File: config.mk
export PLATFORM = sky130hd
export DESIGN_NAME = axi2fifo_top
export DESIGN_NICKNAME = d
export VERILOG_FILES = /design/src/axi2fifo_pkg.sv /design/src/wr_addr_decode.sv /design/src/wr_data_exec.sv /design/src/rd_engine.sv /design/src/axi2fifo_top.sv
export VERILOG_INCLUDE_DIRS = /design/src /design/src/src
export SDC_FILE = /design/constraint.sdc
export NUM_CORES = 1
export LEC_CHECK = 0
export ABC_CLOCK_PERIOD_IN_PS = 19400
export BUFFER_PORTS_ARGS = -buffer_cell sky130_fd_sc_hd__buf_2
export CAP_MARGIN = 20
export CORE_AREA = 2 2 221 223
export CTS_CLUSTER_DIAMETER = 80
export CTS_CLUSTER_SIZE = 40
export DETAILED_ROUTE_END_ITERATION = 6
export DIE_AREA = 0 0 223 225
export PLACE_DENSITY_LB_ADDON = 0.1
export SETUP_SLACK_MARGIN = 0.2
export SLEW_MARGIN = 25
export SYNTH_ARGS = -nofsm -noshare
export SYNTH_HDL_FRONTEND = slang
export SYNTH_SLANG_ARGS = --single-unit
File: constraint.sdc
create_clock -name s_axi_aclk -period 19.4 [get_ports s_axi_aclk]
set_input_delay 3.88 -clock s_axi_aclk [delete_from_list [all_inputs] [get_ports s_axi_aclk]]
set_output_delay 3.88 -clock s_axi_aclk [all_outputs]
set_load 0.05 [all_outputs]
File: src/axi2fifo_cfg.svh
`ifndef AXI2FIFO_CFG_SVH
`define AXI2FIFO_CFG_SVH

// AXI4 bus geometry
`define AXI_ADDR_WIDTH  7
`define AXI_DATA_WIDTH  128
`define AXI_ID_WIDTH    16
`define AXI_LEN_WIDTH   8

// Image size register fields
`define IMG_WIDTH_BITS  12
`define IMG_HEIGHT_BITS 11

// DRAM read request address
`define DRAM_ADDR_WIDTH 39

// Write address map
`define REG_FIFO_DATA     7'h00
`define REG_FLUSH         7'h10
`define REG_IMAGE_SIZE    7'h20
`define REG_SET_NEW_IMAGE 7'h50
`define REG_DEASSERT_IRQ  7'h60

// Read address map
`define REG_DRAM_REQ      7'h00
`define REG_RESOLUTION    7'h10

`endif

File: src/axi2fifo_pkg.sv
`default_nettype none

package axi2fifo_pkg;

    // Write command decoded from awaddr
    typedef enum logic [2:0] {
        CMD_FIFO_DATA,
        CMD_FLUSH,
        CMD_IMAGE_SIZE,
        CMD_SET_NEW_IMAGE,
        CMD_DEASSERT_IRQ,
        CMD_BAD_ADDR
    } wr_cmd_t;

    // Read source decoded from araddr
    typedef enum logic [1:0] {
        SRC_DRAM_REQ,
        SRC_RESOLUTION,
        SRC_BAD_ADDR
    } rd_cmd_t;

    typedef enum logic [1:0] {
        RESP_OKAY   = 2'b00,
        RESP_SLVERR = 2'b10
    } axi_resp_t;

    typedef enum logic [1:0] {ST_WR_IDLE, ST_WR_DATA, ST_WR_RESP} wr_state_t;

    typedef enum logic {ST_RD_IDLE, ST_RD_BEAT} rd_state_t;

endpackage

`default_nettype wire

File: src/wr_addr_decode.sv
`default_nettype none

`include "axi2fifo_cfg.svh"

module wr_addr_decode (
    input  wire                         s_axi_aclk,
    input  wire                         s_axi_aresetn,
    input  wire [`AXI_ADDR_WIDTH-1:0]   s_axi_awaddr,
    input  wire [`AXI_ID_WIDTH-1:0]     s_axi_awid,
    input  wire                         s_axi_awvalid,
    output logic                        s_axi_awready,
    input  wire                         s_axi_bready,
    output logic                        s_axi_bvalid,
    output axi2fifo_pkg::axi_resp_t     s_axi_bresp,
    output logic [`AXI_ID_WIDTH-1:0]    s_axi_bid,
    input  wire                         data_done,
    output logic                        cmd_start,
    output axi2fifo_pkg::wr_cmd_t       cmd
);

    import axi2fifo_pkg::*;

    wr_state_t state;
    logic      aw_fire;

    // Map a write offset onto its command
    function automatic wr_cmd_t decode_wr(input logic [`AXI_ADDR_WIDTH-1:0] addr);
        case (addr)
            `REG_FIFO_DATA:     decode_wr = CMD_FIFO_DATA;
            `REG_FLUSH:         decode_wr = CMD_FLUSH;
            `REG_IMAGE_SIZE:    decode_wr = CMD_IMAGE_SIZE;
            `REG_SET_NEW_IMAGE: decode_wr = CMD_SET_NEW_IMAGE;
            `REG_DEASSERT_IRQ:  decode_wr = CMD_DEASSERT_IRQ;
            default:            decode_wr = CMD_BAD_ADDR;
        endcase
    endfunction

    assign s_axi_awready = (state == ST_WR_IDLE);
    assign aw_fire       = s_axi_awvalid && s_axi_awready;

    ////////////////////////////////////////
    // Write address FSM
    ////////////////////////////////////////
    always_ff @(posedge s_axi_aclk) begin
        if (!s_axi_aresetn) begin
            state        <= ST_WR_IDLE;
            cmd_start    <= 1'b0;
            s_axi_bvalid <= 1'b0;
        end else begin
            cmd_start <= 1'b0;
            case (state)
                ST_WR_IDLE: begin
                    if (aw_fire) begin
                        cmd_start <= 1'b1;
                        state     <= ST_WR_DATA;
                    end
                end
                ST_WR_DATA: begin
                    // Response goes out once the last beat has been taken
                    if (data_done) begin
                        s_axi_bvalid <= 1'b1;
                        state        <= ST_WR_RESP;
                    end
                end
                ST_WR_RESP: begin
                    if (s_axi_bready) begin
                        s_axi_bvalid <= 1'b0;
                        state        <= ST_WR_IDLE;
                    end
                end
                default: state <= ST_WR_IDLE;
            endcase
        end
    end

    // Command and id captured with the address
    always_ff @(posedge s_axi_aclk) begin
        if (aw_fire) begin
            cmd       <= decode_wr(s_axi_awaddr);
            s_axi_bid <= s_axi_awid;
        end
        if (state == ST_WR_DATA && data_done) begin
            s_axi_bresp <= (cmd == CMD_BAD_ADDR) ? RESP_SLVERR : RESP_OKAY;
        end
    end

    ////////////////////////////////////////
    // Checks
    ////////////////////////////////////////
    a_bvalid_hold: assert property (@(posedge s_axi_aclk) disable iff (!s_axi_aresetn)
        s_axi_bvalid && !s_axi_bready |=> s_axi_bvalid);

    // A command only follows an address accepted in idle
    a_cmd_from_idle: assert property (@(posedge s_axi_aclk) disable iff (!s_axi_aresetn)
        cmd_start |-> $past(state == ST_WR_IDLE));

endmodule

`default_nettype wire

File: src/wr_data_exec.sv
`default_nettype none

`include "axi2fifo_cfg.svh"

module wr_data_exec (
    input  wire                          s_axi_aclk,
    input  wire                          s_axi_aresetn,
    input  wire                          cmd_start,
    input  wire axi2fifo_pkg::wr_cmd_t   cmd,
    input  wire [`AXI_DATA_WIDTH-1:0]    s_axi_wdata,
    input  wire                          s_axi_wvalid,
    input  wire                          s_axi_wlast,
    output logic                         s_axi_wready,
    output logic                         data_done,
    input  wire                          image_sender_full,
    output logic                         image_sender_write,
    output logic                         image_sender_flush,
    output logic [`AXI_DATA_WIDTH-1:0]   image_sender_fifo_din,
    output logic [`IMG_WIDTH_BITS-1:0]   image_width,
    output logic [`IMG_HEIGHT_BITS-1:0]  image_height,
    output logic                         set_new_image,
    input  wire                          dram_read_en,
    output logic                         irq_signal
);

    import axi2fifo_pkg::*;

    logic    active;
    wr_cmd_t active_cmd;
    logic    beat;
    logic    fifo_cmd;

    ////////////////////////////////////////
    // W channel handshake
    ////////////////////////////////////////
    assign fifo_cmd = (active_cmd == CMD_FIFO_DATA);

    // Only pixel data is throttled by the FIFO
    assign s_axi_wready = active && !(fifo_cmd && image_sender_full);
    assign beat         = s_axi_wvalid && s_axi_wready;
    assign data_done    = beat && s_axi_wlast;

    always_ff @(posedge s_axi_aclk) begin
        if (!s_axi_aresetn) begin
            active <= 1'b0;
        end else if (cmd_start) begin
            active <= 1'b1;
        end else if (data_done) begin
            active <= 1'b0;
        end
    end

    always_ff @(posedge s_axi_aclk) begin
        if (cmd_start) begin
            active_cmd <= cmd;
        end
    end

    ////////////////////////////////////////
    // Command effects
    ////////////////////////////////////////
    always_ff @(posedge s_axi_aclk) begin
        if (!s_axi_aresetn) begin
            image_sender_write <= 1'b0;
            image_sender_flush <= 1'b0;
            set_new_image      <= 1'b0;
        end else begin
            image_sender_write <= beat && fifo_cmd;
            image_sender_flush <= beat && (active_cmd == CMD_FLUSH) && s_axi_wdata[0];
            set_new_image      <= data_done && (active_cmd == CMD_SET_NEW_IMAGE);
        end
    end

    // Pixel word follows its write strobe
    always_ff @(posedge s_axi_aclk) begin
        if (beat && fifo_cmd) begin
            image_sender_fifo_din <= s_axi_wdata;
        end
    end

    // Width from the upper word, height from the lower one
    always_ff @(posedge s_axi_aclk) begin
        if (!s_axi_aresetn) begin
            image_width  <= '0;
            image_height <= '0;
        end else if (beat && (active_cmd == CMD_IMAGE_SIZE)) begin
            image_width  <= s_axi_wdata[32 +: `IMG_WIDTH_BITS];
            image_height <= s_axi_wdata[0 +: `IMG_HEIGHT_BITS];
        end
    end

    // A new DRAM request takes priority over the host's clear
    always_ff @(posedge s_axi_aclk) begin
        if (!s_axi_aresetn) begin
            irq_signal <= 1'b0;
        end else if (dram_read_en) begin
            irq_signal <= 1'b1;
        end else if (data_done && (active_cmd == CMD_DEASSERT_IRQ)) begin
            irq_signal <= 1'b0;
        end
    end

    ////////////////////////////////////////
    // Checks
    ////////////////////////////////////////
    a_no_write_when_full: assert property (@(posedge s_axi_aclk) disable iff (!s_axi_aresetn)
        active && fifo_cmd && s_axi_wvalid && image_sender_full |=> !image_sender_write);

endmodule

`default_nettype wire

File: src/rd_engine.sv
`default_nettype none

`include "axi2fifo_cfg.svh"

module rd_engine (
    input  wire                          s_axi_aclk,
    input  wire                          s_axi_aresetn,
    input  wire [`AXI_ADDR_WIDTH-1:0]    s_axi_araddr,
    input  wire [`AXI_ID_WIDTH-1:0]      s_axi_arid,
    input  wire [`AXI_LEN_WIDTH-1:0]     s_axi_arlen,
    input  wire                          s_axi_arvalid,
    output logic                         s_axi_arready,
    input  wire                          s_axi_rready,
    output logic [`AXI_DATA_WIDTH-1:0]   s_axi_rdata,
    output axi2fifo_pkg::axi_resp_t      s_axi_rresp,
    output logic                         s_axi_rvalid,
    output logic                         s_axi_rlast,
    output logic [`AXI_ID_WIDTH-1:0]     s_axi_rid,
    input  wire [`DRAM_ADDR_WIDTH-1:0]   dram_read_addr,
    input  wire [`AXI_LEN_WIDTH-1:0]     dram_read_len,
    input  wire [`IMG_WIDTH_BITS-1:0]    image_width,
    input  wire [`IMG_HEIGHT_BITS-1:0]   image_height
);

    import axi2fifo_pkg::*;

    rd_state_t                  state;
    rd_cmd_t                    src;
    rd_cmd_t                    next_src;
    logic [`AXI_LEN_WIDTH-1:0]  beats_left;
    logic [`AXI_DATA_WIDTH-1:0] beat_data;
    logic                       ar_fire;
    logic                       r_fire;

    assign s_axi_arready = (state == ST_RD_IDLE);
    assign ar_fire       = s_axi_arvalid && s_axi_arready;
    assign r_fire        = s_axi_rvalid && s_axi_rready;

    ////////////////////////////////////////
    // Source decode and beat formatting
    ////////////////////////////////////////
    always_comb begin
        next_src = src;
        if (state == ST_RD_IDLE) begin
            case (s_axi_araddr)
                `REG_DRAM_REQ:   next_src = SRC_DRAM_REQ;
                `REG_RESOLUTION: next_src = SRC_RESOLUTION;
                default:         next_src = SRC_BAD_ADDR;
            endcase
        end
    end

    // Sources are sampled again on every beat
    always_comb begin
        beat_data = '0;
        case (next_src)
            SRC_DRAM_REQ: begin
                beat_data[0 +: `DRAM_ADDR_WIDTH] = dram_read_addr;
                beat_data[64 +: `AXI_LEN_WIDTH]  = dram_read_len;
            end
            SRC_RESOLUTION: begin
                beat_data[32 +: `IMG_WIDTH_BITS] = image_width;
                beat_data[0 +: `IMG_HEIGHT_BITS] = image_height;
            end
            default: beat_data = '0;
        endcase
    end

    ////////////////////////////////////////
    // R channel burst
    ////////////////////////////////////////
    always_ff @(posedge s_axi_aclk) begin
        if (!s_axi_aresetn) begin
            state        <= ST_RD_IDLE;
            s_axi_rvalid <= 1'b0;
            s_axi_rlast  <= 1'b0;
        end else if (ar_fire) begin
            state        <= ST_RD_BEAT;
            s_axi_rvalid <= 1'b1;
            // Bad address always answers with a single beat
            s_axi_rlast  <= (next_src == SRC_BAD_ADDR) || (s_axi_arlen == '0);
        end else if (r_fire) begin
            if (s_axi_rlast) begin
                state        <= ST_RD_IDLE;
                s_axi_rvalid <= 1'b0;
                s_axi_rlast  <= 1'b0;
            end else begin
                s_axi_rlast <= (beats_left == `AXI_LEN_WIDTH'(1));
            end
        end
    end

    always_ff @(posedge s_axi_aclk) begin
        if (ar_fire) begin
            src         <= next_src;
            beats_left  <= s_axi_arlen;
            s_axi_rid   <= s_axi_arid;
            s_axi_rresp <= (next_src == SRC_BAD_ADDR) ? RESP_SLVERR : RESP_OKAY;
            s_axi_rdata <= beat_data;
        end else if (r_fire && !s_axi_rlast) begin
            beats_left  <= beats_left - `AXI_LEN_WIDTH'(1);
            s_axi_rdata <= beat_data;
        end
    end

    ////////////////////////////////////////
    // Checks
    ////////////////////////////////////////
    a_rdata_stable: assert property (@(posedge s_axi_aclk) disable iff (!s_axi_aresetn)
        s_axi_rvalid && !s_axi_rready |=> $stable(s_axi_rdata));

    a_rlast_valid: assert property (@(posedge s_axi_aclk) disable iff (!s_axi_aresetn)
        s_axi_rlast |-> s_axi_rvalid);

endmodule

`default_nettype wire

File: src/axi2fifo_top.sv
`default_nettype none

`include "axi2fifo_cfg.svh"

module axi2fifo_top (
    input  wire                          s_axi_aclk,
    input  wire                          s_axi_aresetn,
    // Write address
    input  wire [`AXI_ADDR_WIDTH-1:0]    s_axi_awaddr,
    input  wire [`AXI_ID_WIDTH-1:0]      s_axi_awid,
    input  wire                          s_axi_awvalid,
    output logic                         s_axi_awready,
    // Write data
    input  wire [`AXI_DATA_WIDTH-1:0]    s_axi_wdata,
    input  wire                          s_axi_wvalid,
    input  wire                          s_axi_wlast,
    output logic                         s_axi_wready,
    // Write response
    input  wire                          s_axi_bready,
    output logic                         s_axi_bvalid,
    output axi2fifo_pkg::axi_resp_t      s_axi_bresp,
    output logic [`AXI_ID_WIDTH-1:0]     s_axi_bid,
    // Read address
    input  wire [`AXI_ADDR_WIDTH-1:0]    s_axi_araddr,
    input  wire [`AXI_ID_WIDTH-1:0]      s_axi_arid,
    input  wire [`AXI_LEN_WIDTH-1:0]     s_axi_arlen,
    input  wire                          s_axi_arvalid,
    output logic                         s_axi_arready,
    // Read data
    input  wire                          s_axi_rready,
    output logic [`AXI_DATA_WIDTH-1:0]   s_axi_rdata,
    output axi2fifo_pkg::axi_resp_t      s_axi_rresp,
    output logic                         s_axi_rvalid,
    output logic                         s_axi_rlast,
    output logic [`AXI_ID_WIDTH-1:0]     s_axi_rid,
    // Image sender FIFO and image registers
    output logic                         image_sender_reset,
    output logic                         image_sender_flush,
    output logic                         image_sender_write,
    output logic [`AXI_DATA_WIDTH-1:0]   image_sender_fifo_din,
    output logic [`IMG_WIDTH_BITS-1:0]   image_width,
    output logic [`IMG_HEIGHT_BITS-1:0]  image_height,
    input  wire                          image_sender_full,
    // DRAM read request and host signalling
    input  wire [`DRAM_ADDR_WIDTH-1:0]   dram_read_addr,
    input  wire [`AXI_LEN_WIDTH-1:0]     dram_read_len,
    input  wire                          dram_read_en,
    output logic                         set_new_image,
    output logic                         irq_signal
);

    import axi2fifo_pkg::*;

    logic    cmd_start;
    wr_cmd_t cmd;
    logic    data_done;

    // FIFO reset is active high
    assign image_sender_reset = ~s_axi_aresetn;

    wr_addr_decode u_wr_addr_decode (
        .s_axi_aclk, .s_axi_aresetn,
        .s_axi_awaddr, .s_axi_awid, .s_axi_awvalid, .s_axi_awready,
        .s_axi_bready, .s_axi_bvalid, .s_axi_bresp, .s_axi_bid,
        .data_done, .cmd_start, .cmd
    );

    wr_data_exec u_wr_data_exec (
        .s_axi_aclk, .s_axi_aresetn, .cmd_start, .cmd,
        .s_axi_wdata, .s_axi_wvalid, .s_axi_wlast, .s_axi_wready, .data_done,
        .image_sender_full, .image_sender_write, .image_sender_flush,
        .image_sender_fifo_din, .image_width, .image_height,
        .set_new_image, .dram_read_en, .irq_signal
    );

    rd_engine u_rd_engine (
        .s_axi_aclk, .s_axi_aresetn,
        .s_axi_araddr, .s_axi_arid, .s_axi_arlen, .s_axi_arvalid, .s_axi_arready,
        .s_axi_rready, .s_axi_rdata, .s_axi_rresp, .s_axi_rvalid, .s_axi_rlast,
        .s_axi_rid, .dram_read_addr, .dram_read_len, .image_width, .image_height
    );

endmodule

`default_nettype wire

==> qor.yml, run 1 <==
cts_tree: "yes"
leakagePower_uw: 0.00554
seq_area_frac_synth_pct: 78.4
grt_first_pass_wirelength_mm: 47.1
drv_slew: 0
numCtsBuffers: 24
post_cts_buffers: 0
ys.flop_type: "edfxtp_1"
nets: 1330
holdCritStartpoint: "u_wr_addr_decode.cmd[1]"
ant_nets: 0
ys_types: 46
pwr_density_cell_nw_per_um2: 97.7
async_flop_share_pct: 0
hold_ws_ns: 0.464
wl_per_cell_um: 19.9
dieArea_um2: 50200
ir_worst_vdd_mv: 0.0512
crit_fanout: 4
htreeDepth: 1
setup_viol: 0
synth.avg_cell_area_um2: 16.4
min_path_type: "flop to flop"
critPathArrivalTime_ns: 4.81
reg2reg_to: "u_rd_engine.beats_left[7]"
pre_cts_ws_ns: 10.67
path_clk_slew_ns: 0.07
area_growth_pct: 39.1
startpoint: "image_sender_full"
netlist_area_um2: 9670
coreArea_um2: 47500
critPathKind: "primary input to primary output"
status: "finished, final reports clean"
gp_congestion: 0.770
fmax_mhz: 115
timing.rr.start: "u_rd_engine.s_axi_rvalid"
fin_setup_tns_ns: 0
antenna_found_initial: 13
vias: 6630
synth_cells: 589
ctsHoldBuffers: 0
drc: 0
required_ns: 15.52
postRouteWirelength_mm: 34.4
boundaryPins: 565
worstRegToRegCells: 4
cts_resized: 0
synth_warnings: 0
overflow: 0
track_usage_pct: 12.9
dpl.hpwl_mm: 26.2
final_common_cell: "buf_2"
clkSinkCount: 264
cts.path.max_buffers: 3
initial_core_util_pct: 20.3
fin_ws_ns: 10.71
rows: 80
grt_pass1_vias: 6605
cts_root_buf: "clkbuf_16"
drt_first_iter_violations: 248
clk_latency_ns: 0.56
max-cap-violations: 0
fin_crit_ns: 8.69
grt_max_degree: 48
dr.pass1.iters: 4
reg2reg_slack_ns: 16.44
die_y_um: 225
startpoint_type: "primary input"
io_buffers: 486
relSlewSlack_pct: 37.3
num-fill-cells: 4967
total_power_uw: 1310
ys_ff_latch: 264
area.sequential_um2: 7590
via_per_inst: 3.83
rsz0062_at_grt: "false"
fin_worst_skew_ns: 0.0233
die_width_um: 223
hold_viol: 0
synth_edf_count: 230
final_cell_mix: "buf_2, edfxtp_1, conb_1"
fin_crit_sh_pct: 44.8
multi_input_area_um2: 1670
endpoint: "s_axi_wready"
drive_gt1_share_pct: 49.4
critPathCaptureType: "primary output"
tightest_slew_ns: 0.935
## how the worst min path moves through the flow
stage | end | cells past startpoint
2_1_floorplan | u_wr_data_exec.active_cmd[0] | 0
3_3_place_gp | u_wr_data_exec.active_cmd[2] | 0
3_5_place_dp | u_wr_data_exec.active_cmd[0] | 0
4_1_cts | u_wr_data_exec.irq_signal | 2
5_1_grt | u_wr_data_exec.active_cmd[0] | 0
6_report | u_wr_data_exec.active_cmd[1] | 0
## layout make-up
| class | instances | area share (%) |
|---|---|---|
| repair buffers | 495 | 18.7 |
| well taps | 615 | 5.72 |
| inverters | 8 | 0.223 |
| clock buffers | 24 | 4.46 |
| flip-flops and latches | 264 | 56.4 |
| multi-input cells | 296 | 12.4 |
| diodes | 7 | 0.130 |
| clock inverters | 20 | 1.98 |
## stage by stage
step / cells / cell area, um^2 / util, %
finish: 1729 / 13500 / 28.3
global route: 1725 / 13400 / 28.3
CTS: 1722 / 13400 / 28.3
detailed placement: 1678 / 12600 / 26.4
global placement: 1677 / 12500 / 26.4
floorplan: 666 / 9960 / -
## cell usage after synthesis, types with 2 or more instances
master | n | area, um^2
xnor2_1 | 2 | 17.5
o21a_1 | 2 | 15.0
o21ai_0 | 30 | 150
edfxtp_1 | 230 | 6910
a31oi_1 | 4 | 25.0
a21oi_1 | 31 | 155
nor2b_1 | 6 | 37.5
and2_1 | 36 | 225
nor4_1 | 3 | 18.8
nand2_1 | 7 | 26.3
nand3b_1 | 3 | 22.5
nand2b_1 | 5 | 31.3
or4_1 | 5 | 37.5
buf_4 | 79 | 593
inv_1 | 7 | 26.3
nand3_1 | 25 | 125
nor2_1 | 11 | 41.3
nor4b_1 | 4 | 35.0
clkbuf_1 | 12 | 45.0
buf_6 | 4 | 45.0
dfxtp_1 | 34 | 681
ha_1 | 2 | 25.0
nor3b_1 | 2 | 15.0
a22o_1 | 18 | 158
nor3_1 | 3 | 15.0
or3_1 | 4 | 25.0
## where the power goes
group	switching (uW)	leakage, uW	total, uW	internal [uW]
Combinational	114	0.00271	146	31.9
Sequential	7.18	0.00242	642	635
Clock	265	0.000415	527	261
Total	386	0.00554	1310	928
## sequential cells by signal, indices dropped and copies added (netlist names)
name	cells
u_wr_data_exec.image_height	11
u_wr_data_exec.image_width	12
u_wr_data_exec.irq_signal	1
u_wr_data_exec.set_new_image	1
u_rd_engine.s_axi_rdata	52
u_wr_data_exec.active	1
u_rd_engine.s_axi_rlast	1
u_wr_data_exec.image_sender_write	1
u_wr_addr_decode.s_axi_bresp	1
u_wr_data_exec.image_sender_fifo_din	128
u_rd_engine.s_axi_rresp	1
u_rd_engine.src	2
u_rd_engine.s_axi_rid	16
u_wr_addr_decode.state	2
u_wr_data_exec.image_sender_flush	1
u_wr_addr_decode.cmd_start	1
u_wr_addr_decode.cmd	3
u_wr_addr_decode.s_axi_bvalid	1
u_wr_addr_decode.s_axi_bid	16
u_wr_data_exec.active_cmd	3
u_rd_engine.s_axi_rvalid	1
u_rd_engine.beats_left	8
## metal layers
layer	vias to the layer above	part of all wire, %	global-route usage (%)
li1	3061	-	-
met1	3196	38	14.5
met2	316	51	23.4
met3	49	8.8	4.38
met4	8	1.7	3.23
met5	-	0.14	0
## worst max-delay path: stages
cell,delay (ns)
buf_2,0.09
nor4b_1,0.50
nor2b_1,0.09
buf_2,0.24
## cells by family after synthesis
| kind of cell | Yosys count | share of synthesized area, % |
|---|---|---|
| flops | 264 | 78.4 |
| simple gates | 119 | 7.27 |
| buf+inv | 106 | 7.63 |
| compound gates | 95 | 6.17 |
| xor+xnor | 2 | 0.181 |
| fa+ha+maj | 2 | 0.259 |
| other cells | 1 | 0.0388 |
No activity file was read; power rests on OpenSTA's default activity.
==> run 2, diff against run 1 <==
- ABC_CLOCK_PERIOD_IN_PS: 19400 -> 8300
- clock period: 19.4 -> 8.3 ns (I/O delays scaled with it)
==> run 2 against run 1 <==
Against the previous run: non-clock buffer count rose by 1; routed wire length down 0.96%; register-to-register slack got worse by 11 ns; sequential share of layout area grew 0.40 points; largest power group unchanged; clock skew grew 0.0011 ns; via count down 0.39%; die area did not move; hold slack worse by 0.0059 ns; combinational power grew 130%; clock power up 110%; sequential power increased by 130%.
==> qor.yml, run 2 (same netlist as run 1, synthesis figures left out) <==
path_clk_slew_ns: 0.07  # about the same
relSlewSlack_pct: 32.2  # was 37.3%
required_ns: 6.64  # was 15.52 ns
tightest_slew_ns: 1.02  # was 0.935 ns
critPathArrivalTime_ns: 2.68  # was 4.81 ns
drt_first_iter_violations: 234  # was 248
wl_per_cell_um: 19.8  # was 19.9 um
min_path_type: "flop to flop"  # unchanged
crit_path_top_delay_cell: "nor4b_1"  # unchanged
final_common_cell: "buf_2"  # unchanged
grt_first_pass_wirelength_mm: 47.0  # was 47.1 mm
largest-register: "u_wr_data_exec.image_sender_fifo_din"  # unchanged
final_cell_mix: "buf_2, edfxtp_1, conb_1"  # unchanged
numCtsBuffers: 22  # was 24
critPathCaptureType: "primary output"  # unchanged
dieArea_um2: 50200  # unchanged
overflow: 0  # unchanged
largest_reg_flops: 128  # unchanged
grt_pass1_vias: 6495  # was 6605
ctsHoldBuffers: 0  # unchanged
fin_crit_ns: 4.34
io_buffers: 486  # unchanged
coreArea_um2: 47500  # unchanged
max-cap-violations: 0  # unchanged
status: "finished, final reports clean"  # unchanged
die_y_um: 225  # unchanged
dpl.hpwl_mm: 26.5  # was 26.2 mm
cp_common_cell: "buf_2"  # unchanged
nets: 1329  # was 1330
initial_core_util_pct: 20.3  # unchanged
grt_max_degree: 67  # was 48
fin_setup_tns_ns: 0  # unchanged
cts_resized: 0  # unchanged
antenna_found_initial: 5  # was 13
cpPeakStageDelay_ns: 0.55  # was 0.50 ns
cp_cell_sequence: "buf_2 -> nor4b_1 -> nor2b_1 -> buf_2"  # unchanged
rows: 80  # unchanged
leakagePower_uw: 0.00551  # was 0.00554 uW
boundaryPins: 565  # unchanged
drc: 0  # unchanged
htreeDepth: 1  # unchanged
hold_ws_ns: 0.458  # was 0.464 ns
cts_root_buf: "clkbuf_16"  # unchanged
fin_worst_skew_ns: 0.0244  # was 0.0233 ns
area_growth_pct: 38.2  # was 39.1%
post_cts_buffers: 0  # unchanged
ir_worst_vdd_mv: 0.152  # was 0.0512 mV
cts_tree: "yes"  # unchanged
via_per_inst: 3.84  # was 3.83
track_usage_pct: 12.8  # was 12.9%
reg.largest.list: "u_wr_data_exec.image_sender_fifo_din x128, u_rd_engine.s_axi_rdata x52"  # unchanged
clk_latency_ns: 0.55  # was 0.56 ns
crit_fanout: 4  # unchanged
dr.pass1.iters: 4  # unchanged
critPathKind: "primary input to primary output"  # unchanged
cts.path.max_buffers: 3  # unchanged
fin_crit_sh_pct: 52.3
hold_viol: 0  # unchanged
setup_viol: 0  # unchanged
ant_nets: 0  # unchanged
pwr_density_cell_nw_per_um2: 223  # was 97.7 nW/um^2
gp_congestion: 0.772  # was 0.770
fmax_mhz: 230
vias: 6604  # was 6630
postRouteWirelength_mm: 34.1  # was 34.4 mm
startpoint_type: "primary input"  # unchanged
drive_gt1_share_pct: 48.6  # was 49.4%
rsz0062_at_grt: "false"  # unchanged
die_width_um: 223  # unchanged
drv_slew: 0  # unchanged
clkSinkCount: 264  # unchanged
-- run 2: layout make-up --
cell class,count,area [um^2]
fill,4984,34200
sequential,264,7590
timing repair buffer,496,2520
multi-input combinational,296,1670
tap,615,769
clock buffer,26,586
clock inverter,14,193
inverter,8,30.0
antenna,3,7.51
-- run 2: metal layers --
metal | track usage (%) | wire length, um
met5 | 0 | 34
met3 | 4.85 | 3050
met4 | 2.29 | 509
met1 | 15.0 | 13500
met2 | 22.5 | 17000
-- run 2: final timing paths --
path,slack (ns),start,cells past startpoint,end
worst max-delay path,3.96,image_sender_full,4,s_axi_wready
worst min-delay path,0.46,u_wr_addr_decode.cmd[0],0,u_wr_data_exec.active_cmd[0]
worst min register to register,0.46,u_wr_addr_decode.cmd[0],0,u_wr_data_exec.active_cmd[0]
worst max register to register,5.44,u_rd_engine.s_axi_rvalid,4,u_rd_engine.beats_left[7]
-- run 2: where the power goes --
part / total, uW / leakage, uW / internal [uW] / switching (uW)
Sequential: 1500 / 0.00242 / 1480 / 16.1
Combinational: 342 / 0.00271 / 74.9 / 267
Clock: 1130 / 0.000373 / 591 / 543
-- run 2: critical path, delay by kind of cell --
| family | cells | cell delay, ns |
|---|---|---|
| buf+inv | 2 | 0.36 |
| simple gates | 2 | 0.66 |
-- run 2: per-stage QoR --
stage | utilization [%] | setup WS, ns | instances | power, uW | instance area, um^2
global route | 28.1 | 3.83 | 1720 | 3100 | 13400
finish | 28.1 | 3.96 | 1722 | 2980 | 13400
floorplan | - | 1.93 | 666 | 1790 | 9980
global placement | 26.4 | 3.29 | 1677 | 1880 | 12600
detailed placement | 26.5 | 3.90 | 1679 | 1880 | 12600
CTS | 28.1 | 3.90 | 1719 | 3040 | 13400
==> run 3, diff against run 2 <==
- ABC_CLOCK_PERIOD_IN_PS: 8300 -> 4100
- clock period: 8.3 -> 4.1 ns (I/O delays scaled with it)
==> run 3 against run 2 <==
Against the previous run: core utilization increased by 0.34 points; routed wire length grew 1.9%; hold slack lost 0.030 ns; largest cell class unchanged; die area stayed put.
==> qor.yml, run 3 (same netlist as run 1, synthesis figures left out) <==
grt_first_pass_wirelength_mm: 46.9  # was 47.0 mm
reg.largest.list: "u_wr_data_exec.image_sender_fifo_din x128, u_rd_engine.s_axi_rdata x52"  # unchanged
hold_ws_ns: 0.428  # was 0.458 ns
cts_root_buf: "clkbuf_16"  # unchanged
setup_viol: 0  # unchanged
hold_viol: 0  # unchanged
fin_crit_sh_pct: 71.8
crit_fanout: 7  # was 4
min_path_type: "primary input to flop"  # was flop to flop
track_usage_pct: 12.9  # was 12.8%
drv_slew: 0  # unchanged
largest-register: "u_wr_data_exec.image_sender_fifo_din"  # unchanged
dr.pass1.iters: 4  # unchanged
initial_core_util_pct: 20.3  # unchanged
dpl.hpwl_mm: 26.8  # was 26.5 mm
critPathArrivalTime_ns: 2.12  # was 2.68 ns
numCtsBuffers: 26  # was 22
drc: 0  # unchanged
relSlewSlack_pct: 37.0  # was 32.2%
ctsHoldBuffers: 0  # unchanged
critPathKind: "flop to primary output"  # was primary input to primary output
die_width_um: 223  # unchanged
fin_crit_ns: 2.94
ant_nets: 0  # unchanged
tightest_slew_ns: 0.944  # was 1.02 ns
startpoint_type: "flop"  # was primary input
area_growth_pct: 39.8  # was 38.2%
antenna_found_initial: 10  # was 5
leakagePower_uw: 0.00557  # was 0.00551 uW
nets: 1332  # was 1329
vias: 6673  # was 6604
timing.rr.start: "u_rd_engine.s_axi_rvalid"  # unchanged
final_cell_mix: "buf_2, edfxtp_1, conb_1"  # unchanged
rows: 80  # unchanged
num-fill-cells: 5019  # was 4984
max-cap-violations: 0  # unchanged
grt_pass1_vias: 6426  # was 6495
pwr_density_cell_nw_per_um2: 468  # was 223 nW/um^2
path_clk_slew_ns: 0.08  # was 0.07 ns
ir_worst_vdd_mv: 0.305  # was 0.152 mV
cts_resized: 0  # unchanged
io_buffers: 486  # unchanged
required_ns: 3.28  # was 6.64 ns
fin_worst_skew_ns: 0.0198  # was 0.0244 ns
postRouteWirelength_mm: 34.8  # was 34.1 mm
wl_per_cell_um: 20.1  # was 19.8 um
fmax_mhz: 340
status: "finished, final reports clean"  # unchanged
coreArea_um2: 47500  # unchanged
die_y_um: 225  # unchanged
cts_tree: "yes"  # unchanged
boundaryPins: 565  # unchanged
clk_latency_ns: 0.56  # was 0.55 ns
holdCritStartpoint: "s_axi_arid[8]"  # was u_wr_addr_decode.cmd[0]
cts.path.max_buffers: 3  # unchanged
via_per_inst: 3.86  # was 3.84
critPathCaptureType: "primary output"  # unchanged
drive_gt1_share_pct: 49.5  # was 48.6%
startpoint: "u_wr_data_exec.active_cmd[1]"  # was image_sender_full
dieArea_um2: 50200  # unchanged
overflow: 0  # unchanged
fin_setup_tns_ns: 0  # unchanged
final_common_cell: "buf_2"  # unchanged
post_cts_buffers: 0  # unchanged
drt_first_iter_violations: 285  # was 234
rsz0062_at_grt: "false"  # unchanged
grt_max_degree: 57  # was 67
largest_reg_flops: 128  # unchanged
gp_congestion: 0.757  # was 0.772
clkSinkCount: 264  # unchanged
htreeDepth: 1  # unchanged
run 3: worst max-delay path: stages (launching register included):
cell	delay [ns]
edfxtp_1	0.52
nor4b_1	0.70
nor2b_1	0.11
buf_2	0.25
run 3: metal layers:
layer / wire [um] / up-vias / global-route usage, %
li1: - / 3061 / -
met1: 13300 / 3217 / 14.7
met2: 17400 / 336 / 23.0
met3: 3520 / 43 / 5.07
met4: 457 / 16 / 2.71
met5: 91 / - / 0
run 3: power breakdown:
part           switching, uW  internal [uW]  total (uW)
Sequential              33.8           3000        3040
Combinational            541            154         694
Clock                   1230           1360        2590
run 3: final cells by class:
cell class	instances	area (um^2)	area share (%)
clock buffers	29	693	5.12
flip-flops and latches	264	7590	56.1
diodes	3	7.51	0.0555
well taps	615	769	5.69
clock inverters	18	225	1.67
inverters	8	30.0	0.222
multi-input cells	296	1680	12.4
repair buffers	495	2540	18.8
run 3: final timing paths:
path / endpoint / slack (ns) / cells after the start
max reg2reg: u_rd_engine.beats_left[7] / 1.64 / 4
min reg2reg: u_wr_data_exec.active_cmd[0] / 0.45 / 0
min: u_rd_engine.s_axi_rid[8] / 0.43 / 1
max: s_axi_wready / 1.16 / 3
run 3: stage by stage:
stage	area, um^2	cells	utilization (%)	total power (uW)	setup WS (ns)
final	13500	1728	28.4	6320	1.16
after global routing	13500	1725	28.4	6590	0.974
after CTS	13500	1725	28.4	6450	1.12
after detailed placement	12600	1678	26.5	3800	1.34
after global placement	12600	1678	26.5	3800	1.37
after floorplan	9980	666	-	3620	-1.43
